`src/hw/video_timing_pkg.sv`:
```
// raster counter widths, tile geometry and output pipeline depth
package video_timing_pkg;

    // raster counters
    localparam int H_COUNT_W = 10;  // pixels per line incl. blanking
    localparam int V_COUNT_W = 9;   // lines per frame incl. blanking

    // tile geometry
    localparam int TILE_PX    = 8;
    localparam int TILE_SHIFT = 3;  // log2 of tile edge

    // one VRAM access per cycle, eight per tile
    localparam int TILE_SLOTS = 8;

    // raw raster signals to pins
    localparam int PIPE_DELAY = 2;

endpackage

```
`src/hw/tile_map_pkg.sv`:
```
// VRAM layout, fetch slot encoding, RGB332 pixel and VRAM32 word types
package tile_map_pkg;

    localparam int VRAM_ADDR_W = 14;

    // VRAM8 regions
    localparam int BG_MAP_BASE    = 0;
    localparam int BG_COLOR_BASE  = 2048;
    localparam int WIN_MAP_BASE   = 4096;
    localparam int WIN_COLOR_BASE = 6144;
    localparam int SCROLL_ADDR    = 8192;

    // VRAM32 regions
    localparam int PALETTE_BASE           = 1024;
    localparam int PATTERN_WORDS_PER_TILE = 4;  // two rows per word

    localparam int BG_MAP_STRIDE = 64;  // wider than the screen, room to scroll

    typedef enum logic [2:0] {
        BG_TILE,
        BG_PATTERN,
        BG_COLOR,
        BG_PALETTE,
        WIN_TILE,
        WIN_PATTERN,
        WIN_COLOR,
        WIN_PALETTE
    } fetch_slot_e;

    typedef struct packed {
        logic [2:0] red;
        logic [2:0] green;
        logic [1:0] blue;
    } rgb332_t;

    // one VRAM32 word is either two pattern rows or a 4-entry palette
    typedef union packed {
        struct packed {
            logic [15:0] odd_row;
            logic [15:0] even_row;  // leftmost pixel in bits 15:14
        } pattern;
        rgb332_t [0:3] palette;  // entry 0 in bits 31:24
    } vram32_word_u;

    typedef rgb332_t [0:7] pixel_row_t;  // element 0 is the leftmost pixel

endpackage

```
`src/hw/raster_timing.sv`:
```
// raster timing: pixel and line counters, syncs, data enable, fetch lookahead
`timescale 1ns/1ps

module raster_timing #(
    parameter int H_RES  = 320,
    parameter int V_RES  = 200,
    parameter int H_FP   = 34,
    parameter int H_SYNC = 32,
    parameter int H_BP   = 56,
    parameter int V_FP   = 23,
    parameter int V_SYNC = 5,
    parameter int V_BP   = 34
) (
    input  logic                                   vga_clk,
    input  logic                                   i_reset,
    output logic                                   o_hsync_raw,
    output logic                                   o_vsync_raw,
    output logic                                   o_de_raw,
    output logic                                   o_fetch_en,
    output logic                                   o_frame_start,
    output logic [video_timing_pkg::H_COUNT_W-1:0] o_fetch_x,
    output logic [video_timing_pkg::V_COUNT_W-1:0] o_fetch_y,
    output tile_map_pkg::fetch_slot_e              o_slot
);

    localparam int HW      = video_timing_pkg::H_COUNT_W;
    localparam int VW      = video_timing_pkg::V_COUNT_W;
    localparam int TS      = video_timing_pkg::TILE_SHIFT;
    localparam int LEAD    = video_timing_pkg::TILE_SLOTS;
    localparam int HA_STA  = H_FP + H_SYNC + H_BP;
    localparam int H_TOTAL = HA_STA + H_RES;
    localparam int VA_STA  = V_FP + V_SYNC + V_BP;
    localparam int V_TOTAL = VA_STA + V_RES;

    logic [HW-1:0] h_count;
    logic [VW-1:0] v_count;
    logic [HW-1:0] look_x;
    logic          v_active;

    always_ff @(posedge vga_clk) begin
        if (i_reset) begin
            h_count <= '0;
            v_count <= '0;
        end else if (h_count == HW'(H_TOTAL - 1)) begin
            h_count <= '0;
            if (v_count == VW'(V_TOTAL - 1)) begin
                v_count <= '0;
            end else begin
                v_count <= v_count + 1'b1;
            end
        end else begin
            h_count <= h_count + 1'b1;
        end
    end

    assign v_active = (v_count >= VW'(VA_STA));

    // syncs are active low
    assign o_hsync_raw = !((h_count >= HW'(H_FP)) && (h_count < HW'(H_FP + H_SYNC)));
    assign o_vsync_raw = !((v_count >= VW'(V_FP)) && (v_count < VW'(V_FP + V_SYNC)));
    assign o_de_raw    = (h_count >= HW'(HA_STA)) && v_active;

    assign o_frame_start = (v_count == VW'(V_FP)) && (h_count == '0);  // first vsync cycle

    // column one tile ahead of the beam, wraps in the porches
    assign look_x = h_count + HW'(LEAD) - HW'(HA_STA);

    assign o_fetch_en = v_active && (h_count >= HW'(HA_STA - LEAD))
                        && (h_count < HW'(H_TOTAL - LEAD));
    assign o_fetch_x  = look_x;
    assign o_fetch_y  = v_count - VW'(VA_STA);
    assign o_slot     = tile_map_pkg::fetch_slot_e'(look_x[TS-1:0]);

endmodule

```
`src/hw/tile_fetch_sequencer.sv`:
```
// tile fetch sequencer: per-slot VRAM8 and VRAM32 addresses, scroll register
`timescale 1ns/1ps

module tile_fetch_sequencer #(
    parameter int H_RES = 320
) (
    input  logic                                   vga_clk,
    input  logic                                   i_reset,
    input  logic                                   i_fetch_en,
    input  logic                                   i_frame_start,
    input  logic [video_timing_pkg::H_COUNT_W-1:0] i_fetch_x,
    input  logic [video_timing_pkg::V_COUNT_W-1:0] i_fetch_y,
    input  tile_map_pkg::fetch_slot_e              i_slot,
    input  logic [7:0]                             i_vram8_q,
    output logic [tile_map_pkg::VRAM_ADDR_W-1:0]   o_vram8_addr,
    output logic [tile_map_pkg::VRAM_ADDR_W-1:0]   o_vram32_addr,
    output tile_map_pkg::fetch_slot_e              o_slot_d,
    output logic                                   o_odd_row
);

    localparam int AW         = tile_map_pkg::VRAM_ADDR_W;
    localparam int HW         = video_timing_pkg::H_COUNT_W;
    localparam int VW         = video_timing_pkg::V_COUNT_W;
    localparam int TS         = video_timing_pkg::TILE_SHIFT;
    localparam int SCROLL_W   = $clog2(tile_map_pkg::BG_MAP_STRIDE);
    localparam int WIN_STRIDE = H_RES / video_timing_pkg::TILE_PX;

    logic [HW-TS-1:0]    tile_col;
    logic [VW-TS-1:0]    tile_row;
    logic [TS-1:0]       row_in_tile;
    logic [SCROLL_W-1:0] scroll;
    logic [SCROLL_W-1:0] bg_col;
    logic [AW-1:0]       bg_index;
    logic [AW-1:0]       win_index;
    logic                frame_start_d;

    assign tile_col    = i_fetch_x[HW-1:TS];
    assign tile_row    = i_fetch_y[VW-1:TS];
    assign row_in_tile = i_fetch_y[TS-1:0];

    assign bg_col    = tile_col[SCROLL_W-1:0] + scroll;  // wraps at map stride
    assign bg_index  = AW'(tile_row * tile_map_pkg::BG_MAP_STRIDE + bg_col);
    assign win_index = AW'(tile_row * WIN_STRIDE + tile_col);

    // VRAM8 data of the previous slot is on i_vram8_q during pattern and palette slots
    always_comb begin
        o_vram8_addr  = '0;
        o_vram32_addr = '0;
        if (i_frame_start) begin
            o_vram8_addr = AW'(tile_map_pkg::SCROLL_ADDR);
        end else if (i_fetch_en) begin
            case (i_slot)
                tile_map_pkg::BG_TILE:
                    o_vram8_addr = AW'(tile_map_pkg::BG_MAP_BASE + bg_index);
                tile_map_pkg::BG_COLOR:
                    o_vram8_addr = AW'(tile_map_pkg::BG_COLOR_BASE + bg_index);
                tile_map_pkg::WIN_TILE:
                    o_vram8_addr = AW'(tile_map_pkg::WIN_MAP_BASE + win_index);
                tile_map_pkg::WIN_COLOR:
                    o_vram8_addr = AW'(tile_map_pkg::WIN_COLOR_BASE + win_index);
                tile_map_pkg::BG_PATTERN, tile_map_pkg::WIN_PATTERN:
                    o_vram32_addr = AW'(i_vram8_q * tile_map_pkg::PATTERN_WORDS_PER_TILE
                                        + row_in_tile[TS-1:1]);
                tile_map_pkg::BG_PALETTE, tile_map_pkg::WIN_PALETTE:
                    o_vram32_addr = AW'(tile_map_pkg::PALETTE_BASE + i_vram8_q);
            endcase
        end
    end

    always_ff @(posedge vga_clk) begin
        if (i_reset) begin
            o_slot_d      <= tile_map_pkg::BG_TILE;
            o_odd_row     <= 1'b0;
            frame_start_d <= 1'b0;
            scroll        <= '0;
        end else begin
            o_slot_d      <= i_slot;
            o_odd_row     <= row_in_tile[0];  // follows the pattern word into VRAM32
            frame_start_d <= i_frame_start;
            if (frame_start_d) begin
                scroll <= i_vram8_q[SCROLL_W-1:0];  // tile offset for the coming frame
            end
        end
    end

endmodule

```
`src/hw/tile_row_decoder.sv`:
```
// tile row decoder: pattern row capture and palette expansion to RGB332 rows
`timescale 1ns/1ps

module tile_row_decoder (
    input  logic                        vga_clk,
    input  logic                        i_reset,
    input  tile_map_pkg::fetch_slot_e   i_slot_d,
    input  logic                        i_odd_row,
    input  tile_map_pkg::vram32_word_u  i_vram32_q,
    output tile_map_pkg::pixel_row_t    o_bg_row,
    output tile_map_pkg::pixel_row_t    o_win_row,
    output logic                        o_row_valid
);

    logic [15:0] bg_pattern;
    logic [15:0] win_pattern;
    logic [15:0] pattern_row;

    // eight 2-bit indices, leftmost pixel in the top pair
    function automatic tile_map_pkg::pixel_row_t expand_row(
        input logic [15:0]               pattern,
        input tile_map_pkg::vram32_word_u pal
    );
        tile_map_pkg::pixel_row_t row;
        int                       i;
        for (i = 0; i < video_timing_pkg::TILE_PX; i++) begin
            row[i] = pal.palette[pattern[15 - 2*i -: 2]];
        end
        return row;
    endfunction

    assign pattern_row = i_odd_row ? i_vram32_q.pattern.odd_row
                                   : i_vram32_q.pattern.even_row;

    always_ff @(posedge vga_clk) begin
        if (i_reset) begin
            bg_pattern  <= '0;
            win_pattern <= '0;
            o_bg_row    <= '0;
        end else begin
            case (i_slot_d)
                tile_map_pkg::BG_PATTERN:  bg_pattern <= pattern_row;
                tile_map_pkg::WIN_PATTERN: win_pattern <= pattern_row;
                tile_map_pkg::BG_PALETTE:  o_bg_row <= expand_row(bg_pattern, i_vram32_q);
                default: ;
            endcase
        end
    end

    // window palette is on the bus in the first pixel cycle of the tile
    assign o_win_row   = expand_row(win_pattern, i_vram32_q);
    assign o_row_valid = (i_slot_d == tile_map_pkg::WIN_PALETTE);

endmodule

```
`src/hw/plane_mixer.sv`:
```
// plane mixer: displayed row buffers, window priority, output pipeline
`timescale 1ns/1ps

module plane_mixer (
    input  logic                     vga_clk,
    input  logic                     i_reset,
    input  logic                     i_row_valid,
    input  logic                     i_hsync_raw,
    input  logic                     i_vsync_raw,
    input  logic                     i_de_raw,
    input  tile_map_pkg::pixel_row_t i_bg_row,
    input  tile_map_pkg::pixel_row_t i_win_row,
    output logic                     o_hsync,
    output logic                     o_vsync,
    output logic                     o_de,
    output tile_map_pkg::rgb332_t    o_rgb
);

    localparam int PD = video_timing_pkg::PIPE_DELAY;
    localparam int TS = video_timing_pkg::TILE_SHIFT;

    tile_map_pkg::pixel_row_t         bg_buf;
    tile_map_pkg::pixel_row_t         win_buf;
    logic [TS-1:0]                    pix_idx;
    tile_map_pkg::rgb332_t            bg_px;
    tile_map_pkg::rgb332_t            win_px;
    tile_map_pkg::rgb332_t            out_px;
    logic [PD-1:0]                    hs_pipe;
    logic [PD-1:0]                    vs_pipe;
    logic [PD-1:0]                    de_pipe;
    tile_map_pkg::rgb332_t [PD-1:0]   rgb_pipe;

    // pixel 0 comes straight from the decoder in the load cycle
    assign bg_px  = i_row_valid ? i_bg_row[0] : bg_buf[pix_idx];
    assign win_px = i_row_valid ? i_win_row[0] : win_buf[pix_idx];
    assign out_px = !i_de_raw ? 8'h00 : (win_px != 8'h00) ? win_px : bg_px;  // window on top

    always_ff @(posedge vga_clk) begin
        if (i_row_valid) begin
            bg_buf  <= i_bg_row;
            win_buf <= i_win_row;
        end
    end

    always_ff @(posedge vga_clk) begin
        if (i_reset) begin
            pix_idx  <= '0;
            hs_pipe  <= '1;
            vs_pipe  <= '1;
            de_pipe  <= '0;
            rgb_pipe <= '0;
        end else begin
            pix_idx  <= i_row_valid ? TS'(1) : pix_idx + 1'b1;
            hs_pipe  <= {hs_pipe[PD-2:0], i_hsync_raw};
            vs_pipe  <= {vs_pipe[PD-2:0], i_vsync_raw};
            de_pipe  <= {de_pipe[PD-2:0], i_de_raw};
            rgb_pipe <= {rgb_pipe[PD-2:0], out_px};
        end
    end

    assign o_hsync = hs_pipe[PD-1];
    assign o_vsync = vs_pipe[PD-1];
    assign o_de    = de_pipe[PD-1];
    assign o_rgb   = rgb_pipe[PD-1];

endmodule

```
`src/hw/bgw_renderer_top.sv`:
```
// background and window tile renderer top level
`timescale 1ns/1ps

module bgw_renderer_top #(
    parameter int H_RES  = 320,
    parameter int V_RES  = 200,
    parameter int H_FP   = 34,
    parameter int H_SYNC = 32,
    parameter int H_BP   = 56,
    parameter int V_FP   = 23,
    parameter int V_SYNC = 5,
    parameter int V_BP   = 34
) (
    input  logic                                 vga_clk,
    input  logic                                 i_reset,
    input  logic [7:0]                           i_vram8_q,
    input  logic [31:0]                          i_vram32_q,
    output logic [tile_map_pkg::VRAM_ADDR_W-1:0] o_vram8_addr,
    output logic [tile_map_pkg::VRAM_ADDR_W-1:0] o_vram32_addr,
    output logic                                 o_hsync,
    output logic                                 o_vsync,
    output logic                                 o_de,
    output tile_map_pkg::rgb332_t                o_rgb
);

    logic                                   hsync_raw;
    logic                                   vsync_raw;
    logic                                   de_raw;
    logic                                   fetch_en;
    logic                                   frame_start;
    logic [video_timing_pkg::H_COUNT_W-1:0] fetch_x;
    logic [video_timing_pkg::V_COUNT_W-1:0] fetch_y;
    tile_map_pkg::fetch_slot_e              slot;
    tile_map_pkg::fetch_slot_e              slot_d;
    logic                                   odd_row;
    tile_map_pkg::pixel_row_t               bg_row;
    tile_map_pkg::pixel_row_t               win_row;
    logic                                   row_valid;

    raster_timing #(
        .H_RES (H_RES),
        .V_RES (V_RES),
        .H_FP  (H_FP),
        .H_SYNC(H_SYNC),
        .H_BP  (H_BP),
        .V_FP  (V_FP),
        .V_SYNC(V_SYNC),
        .V_BP  (V_BP)
    ) u_raster (
        .vga_clk      (vga_clk),
        .i_reset      (i_reset),
        .o_hsync_raw  (hsync_raw),
        .o_vsync_raw  (vsync_raw),
        .o_de_raw     (de_raw),
        .o_fetch_en   (fetch_en),
        .o_frame_start(frame_start),
        .o_fetch_x    (fetch_x),
        .o_fetch_y    (fetch_y),
        .o_slot       (slot)
    );

    tile_fetch_sequencer #(
        .H_RES(H_RES)
    ) u_fetch (
        .vga_clk      (vga_clk),
        .i_reset      (i_reset),
        .i_fetch_en   (fetch_en),
        .i_frame_start(frame_start),
        .i_fetch_x    (fetch_x),
        .i_fetch_y    (fetch_y),
        .i_slot       (slot),
        .i_vram8_q    (i_vram8_q),
        .o_vram8_addr (o_vram8_addr),
        .o_vram32_addr(o_vram32_addr),
        .o_slot_d     (slot_d),
        .o_odd_row    (odd_row)
    );

    tile_row_decoder u_decode (
        .vga_clk    (vga_clk),
        .i_reset    (i_reset),
        .i_slot_d   (slot_d),
        .i_odd_row  (odd_row),
        .i_vram32_q (i_vram32_q),
        .o_bg_row   (bg_row),
        .o_win_row  (win_row),
        .o_row_valid(row_valid)
    );

    plane_mixer u_mixer (
        .vga_clk    (vga_clk),
        .i_reset    (i_reset),
        .i_row_valid(row_valid),
        .i_hsync_raw(hsync_raw),
        .i_vsync_raw(vsync_raw),
        .i_de_raw   (de_raw),
        .i_bg_row   (bg_row),
        .i_win_row  (win_row),
        .o_hsync    (o_hsync),
        .o_vsync    (o_vsync),
        .o_de       (o_de),
        .o_rgb      (o_rgb)
    );

endmodule

```
`config.mk`:
```
export PLATFORM = sky130hd
export DESIGN_NAME = bgw_renderer_top
export DESIGN_NICKNAME = d
export VERILOG_FILES = /design/src/hw/video_timing_pkg.sv /design/src/hw/tile_map_pkg.sv /design/src/hw/raster_timing.sv /design/src/hw/tile_fetch_sequencer.sv /design/src/hw/tile_row_decoder.sv /design/src/hw/plane_mixer.sv /design/src/hw/bgw_renderer_top.sv
export SDC_FILE = /design/constraint.sdc
export NUM_CORES = 1
export LEC_CHECK = 0
export BUFFER_PORTS_ARGS = -buffer_cell sky130_fd_sc_hd__buf_2
export CAP_MARGIN = 20
export CORE_MARGIN = 8
export CORE_UTILIZATION = 40
export DETAILED_ROUTE_END_ITERATION = 8
export PLACE_DENSITY = 0.62
export SYNTH_ARGS = -nofsm -noshare
export SYNTH_HDL_FRONTEND = slang
export SYNTH_SLANG_ARGS = --single-unit
```
`constraint.sdc`:
```
create_clock -name vga_clk -period 9.2 [get_ports vga_clk]
set_input_delay 0.92 -clock vga_clk [delete_from_list [all_inputs] [get_ports vga_clk]]
set_output_delay 0.92 -clock vga_clk [all_outputs]
set_load 0.05 [all_outputs]
```
==> results.cfg <==
[route]
vias_per_cell = 5.85
ant_nets = 0
first_iter_violations = 879
dr.pass1.iters = 5
wl_per_cell_um = 21.1
vias = 10200
drc_errors = 0
drt_wl_total_um = 36700

[timing]
rsz0062_at_grt = false
fin_tns_setup_ps = 0
slew_headroom_pct = 29.5
max_freq_ghz = 0.192
hold_violations = 0
finClkSkew_ps = 21.0
finalCritPeriodShare_pct = 56.6
tightest_slew_ps = 1060
layout_setup_ws_ps = 3990
slew_violations = 0
hold_ws_ps = 419
fin_crit_ps = 5210
setup_viol = 0

[clock_tree]
tritoncts = yes
cts_setup_buffers = 0
clk_latency_ps = 570
cts_buffer_depth = 3
root_buffer = clkbuf_16
htree_num_levels = 1
clk_pin_slew_ps = 60
cts_resized = 0
holdBufCountCts = 0
cts_made_buffers = 29
cts_sinks = 279

[grt]
met1_usage_pct = 22.6
grt_max_degree = 107
antenna_found_initial = 0
grt_pass1_vias = 9966
grt_pass1_wl_um = 57600
grt_busiest_layer = met2
gr-usage-met2_pct = 26.0
grt_use_met3_pct = 3.01
grt_util_all_layers_pct = 16.4
grt-ovfl-total = 0

[critical_path]
path_cells = nand3_1 > nor2_1 > xor2_1 > inv_1 > ha_1 > ha_1 > inv_1 > fa_1 > nor3_1 > a31oi_1 > o21a_1 > o41ai_1 > buf_2
cp_slowest_cell = dfxtp_1
cp.arrival_ps = 4290
start_kind = flip-flop
crit_type = reg -> out
crit_path_start = u_raster.v_count[4]
crit_required_ps = 8280
critPathMaxStageDelay_ps = 540
reg2regPathDepth = 7
critPathCaptureType = primary output
rrSetupSlack_ps = 5320
r2r-start = u_mixer.pix_idx[2]
cp_max_fo = 11
rr_endpoint = u_mixer.rgb_pipe[2]

[floorplan]
die_y_um = 210
rows = 71
core-area_um2 = 37300
die_w_um = 210
start_util_pct = 40.2
die_area_um2 = 43900
io_pins = 81

[logic_synthesis]
synth_xor_area_share_pct = 2.51
synth_warnings = 0
ys.flop_type = dfxtp_1
syn_area_um2 = 15000
synth.avg_cell_area_um2 = 11.8
yosysUniqueCellTypes = 56
synth_compound_area_share_pct = 8.27
synthSimpleGateAreaFrac_pct = 9.72
synth_adder_area_share_pct = 2.74
synth_top_family_by_area = multiplexers
syn_inst = 1265
ys_seq_elements = 279
synth-seq-area-share_pct = 45.8
synth_mux_area_share_pct = 26.1
ys_async_sr_fraction_pct = 0
synth_enable_flop_cells = 128

[power_and_ir_drop]
power_mw = 2.78
vdd_drop_max_v = 0.000103
p_per_area_nw_per_um2 = 169
leakage_nw = 5.41

[final_layout]
nFillCells = 3435
area_delta_synth_final_pct = 9.40
fin_util_pct = 43.9
final_cell_area_um2 = 16400
fin_nets = 1311
antennaDiodeCount = 0
drive_gt1_share_pct = 22.5
fin_cells = 1734

[min_path]
holdCritPathClass = reg -> reg
min_to = u_mixer.vs_pipe[1]
hold_start = u_mixer.vs_pipe[0]
hold_path_depth = 1

[flow_run]
maxCapViolCount = 0

[placed_design]
io_buffers = 77
place_ws_ps = 4570
globalplace.congestion = 0.820
place_inst = 1680
dp_hpwl_um = 24200
place_area_um2 = 15400

[outcome]
status = complete, no violations
## cell type report
class	count	area (um^2)	share of cell area, %
clock buffers	38	801	4.88
multi-input cells	815	7420	45.3
repair buffers	88	498	3.04
inverters	25	96.3	0.588
well taps	474	593	3.62
flip-flops and latches	279	6870	41.9
clock inverters	15	115	0.702
## worst max-delay path, delay by kind of cell (launching register included)
family | cells | cell delay, ps
AOI/OAI and AO/OA | 3 | 620
xor gates and xnor gates | 1 | 280
adders and majority gates | 3 | 1000
buffers and inverters | 3 | 490
DFF | 1 | 540
and+or+nand+nor | 3 | 830
## worst max path at each step
stage | end | slack, ps | cells after the start
after floorplan | o_vram8_addr[13] | 3800 | 13
after global placement | o_vram8_addr[13] | 4640 | 13
after detailed placement | o_vram8_addr[13] | 4570 | 13
after CTS | o_vram8_addr[13] | 3970 | 13
after global routing | o_vram8_addr[13] | 3640 | 13
final | o_vram8_addr[13] | 3990 | 13
## logic make-up after synthesis
family | after synthesis
compound gates | 194
simple gates | 334
flops | 279
buf+inv | 173
xor+xnor | 43
fa+ha+maj | 31
other cells | 1
mux | 210
## power breakdown
group          internal [mW]  switching [mW]  leakage [nW]
registers               1.32          0.0444          2.39
clock network          0.642           0.486         0.449
logic                  0.134           0.150          2.57
total                   2.10           0.681          5.41
## metal layers
| layer | vias to the layer above | part of all wire, % |
|---|---|---|
| met4 | 0 | 2.4 |
| met2 | 348 | 46 |
| li1 | 4645 | - |
| met3 | 61 | 7.2 |
| met1 | 5097 | 44 |
| met5 | - | 0 |
## layout by cell type, fill, tap and decap left out, types with 24 or more instances in the layout
cell,netlist,layout
xnor2_1,24,24
a21oi_1,83,83
nor2_1,85,84
ha_1,28,28
dfxtp_1,151,150
nand2_1,166,166
clkbuf_16,0,30
edfxtp_1,128,128
buf_2,8,76
mux4_2,141,141
a211oi_1,37,37
inv_1,25,24
a22oi_1,24,24
mux2i_1,65,65
## synth_stat cells (all sizes together), types with 11 or more instances
library cell / number / area share [%]
and2: 11 / 0.46
dfxtp: 151 / 20
buf: 41 / 1.5
a22oi: 24 / 1.2
ha: 28 / 2.3
nand2: 166 / 4.2
mux2i: 65 / 4.3
mux4: 144 / 22
xnor2: 24 / 1.4
inv: 25 / 0.63
a211oi: 37 / 1.9
nor2: 85 / 2.1
xor2: 19 / 1.1
clkbuf: 107 / 2.7
nand3: 14 / 0.47
a21oi: 83 / 2.8
nor2b: 15 / 0.63
edfxtp: 128 / 26
## sequential cells by signal, summed over array words and instances (netlist names)
| name | count |
|---|---|
| u_mixer.hs_pipe | 2 |
| u_decode.o_bg_row | 64 |
| u_mixer.vs_pipe | 2 |
| u_mixer.o_rgb | 8 |
| u_mixer.bg_buf | 64 |
| u_mixer.de_pipe | 2 |
| u_mixer.pix_idx | 3 |
| u_decode.win_pattern | 16 |
| u_raster.v_count | 9 |
| u_fetch.frame_start_d | 1 |
| u_fetch.o_odd_row | 1 |
| u_mixer.rgb_pipe | 8 |
| u_decode.bg_pattern | 16 |
| u_fetch.scroll | 6 |
| u_mixer.win_buf | 64 |
| u_raster.h_count | 10 |
| u_fetch.o_slot_d | 3 |
Note: power is estimated with default switching activity, not from simulation.
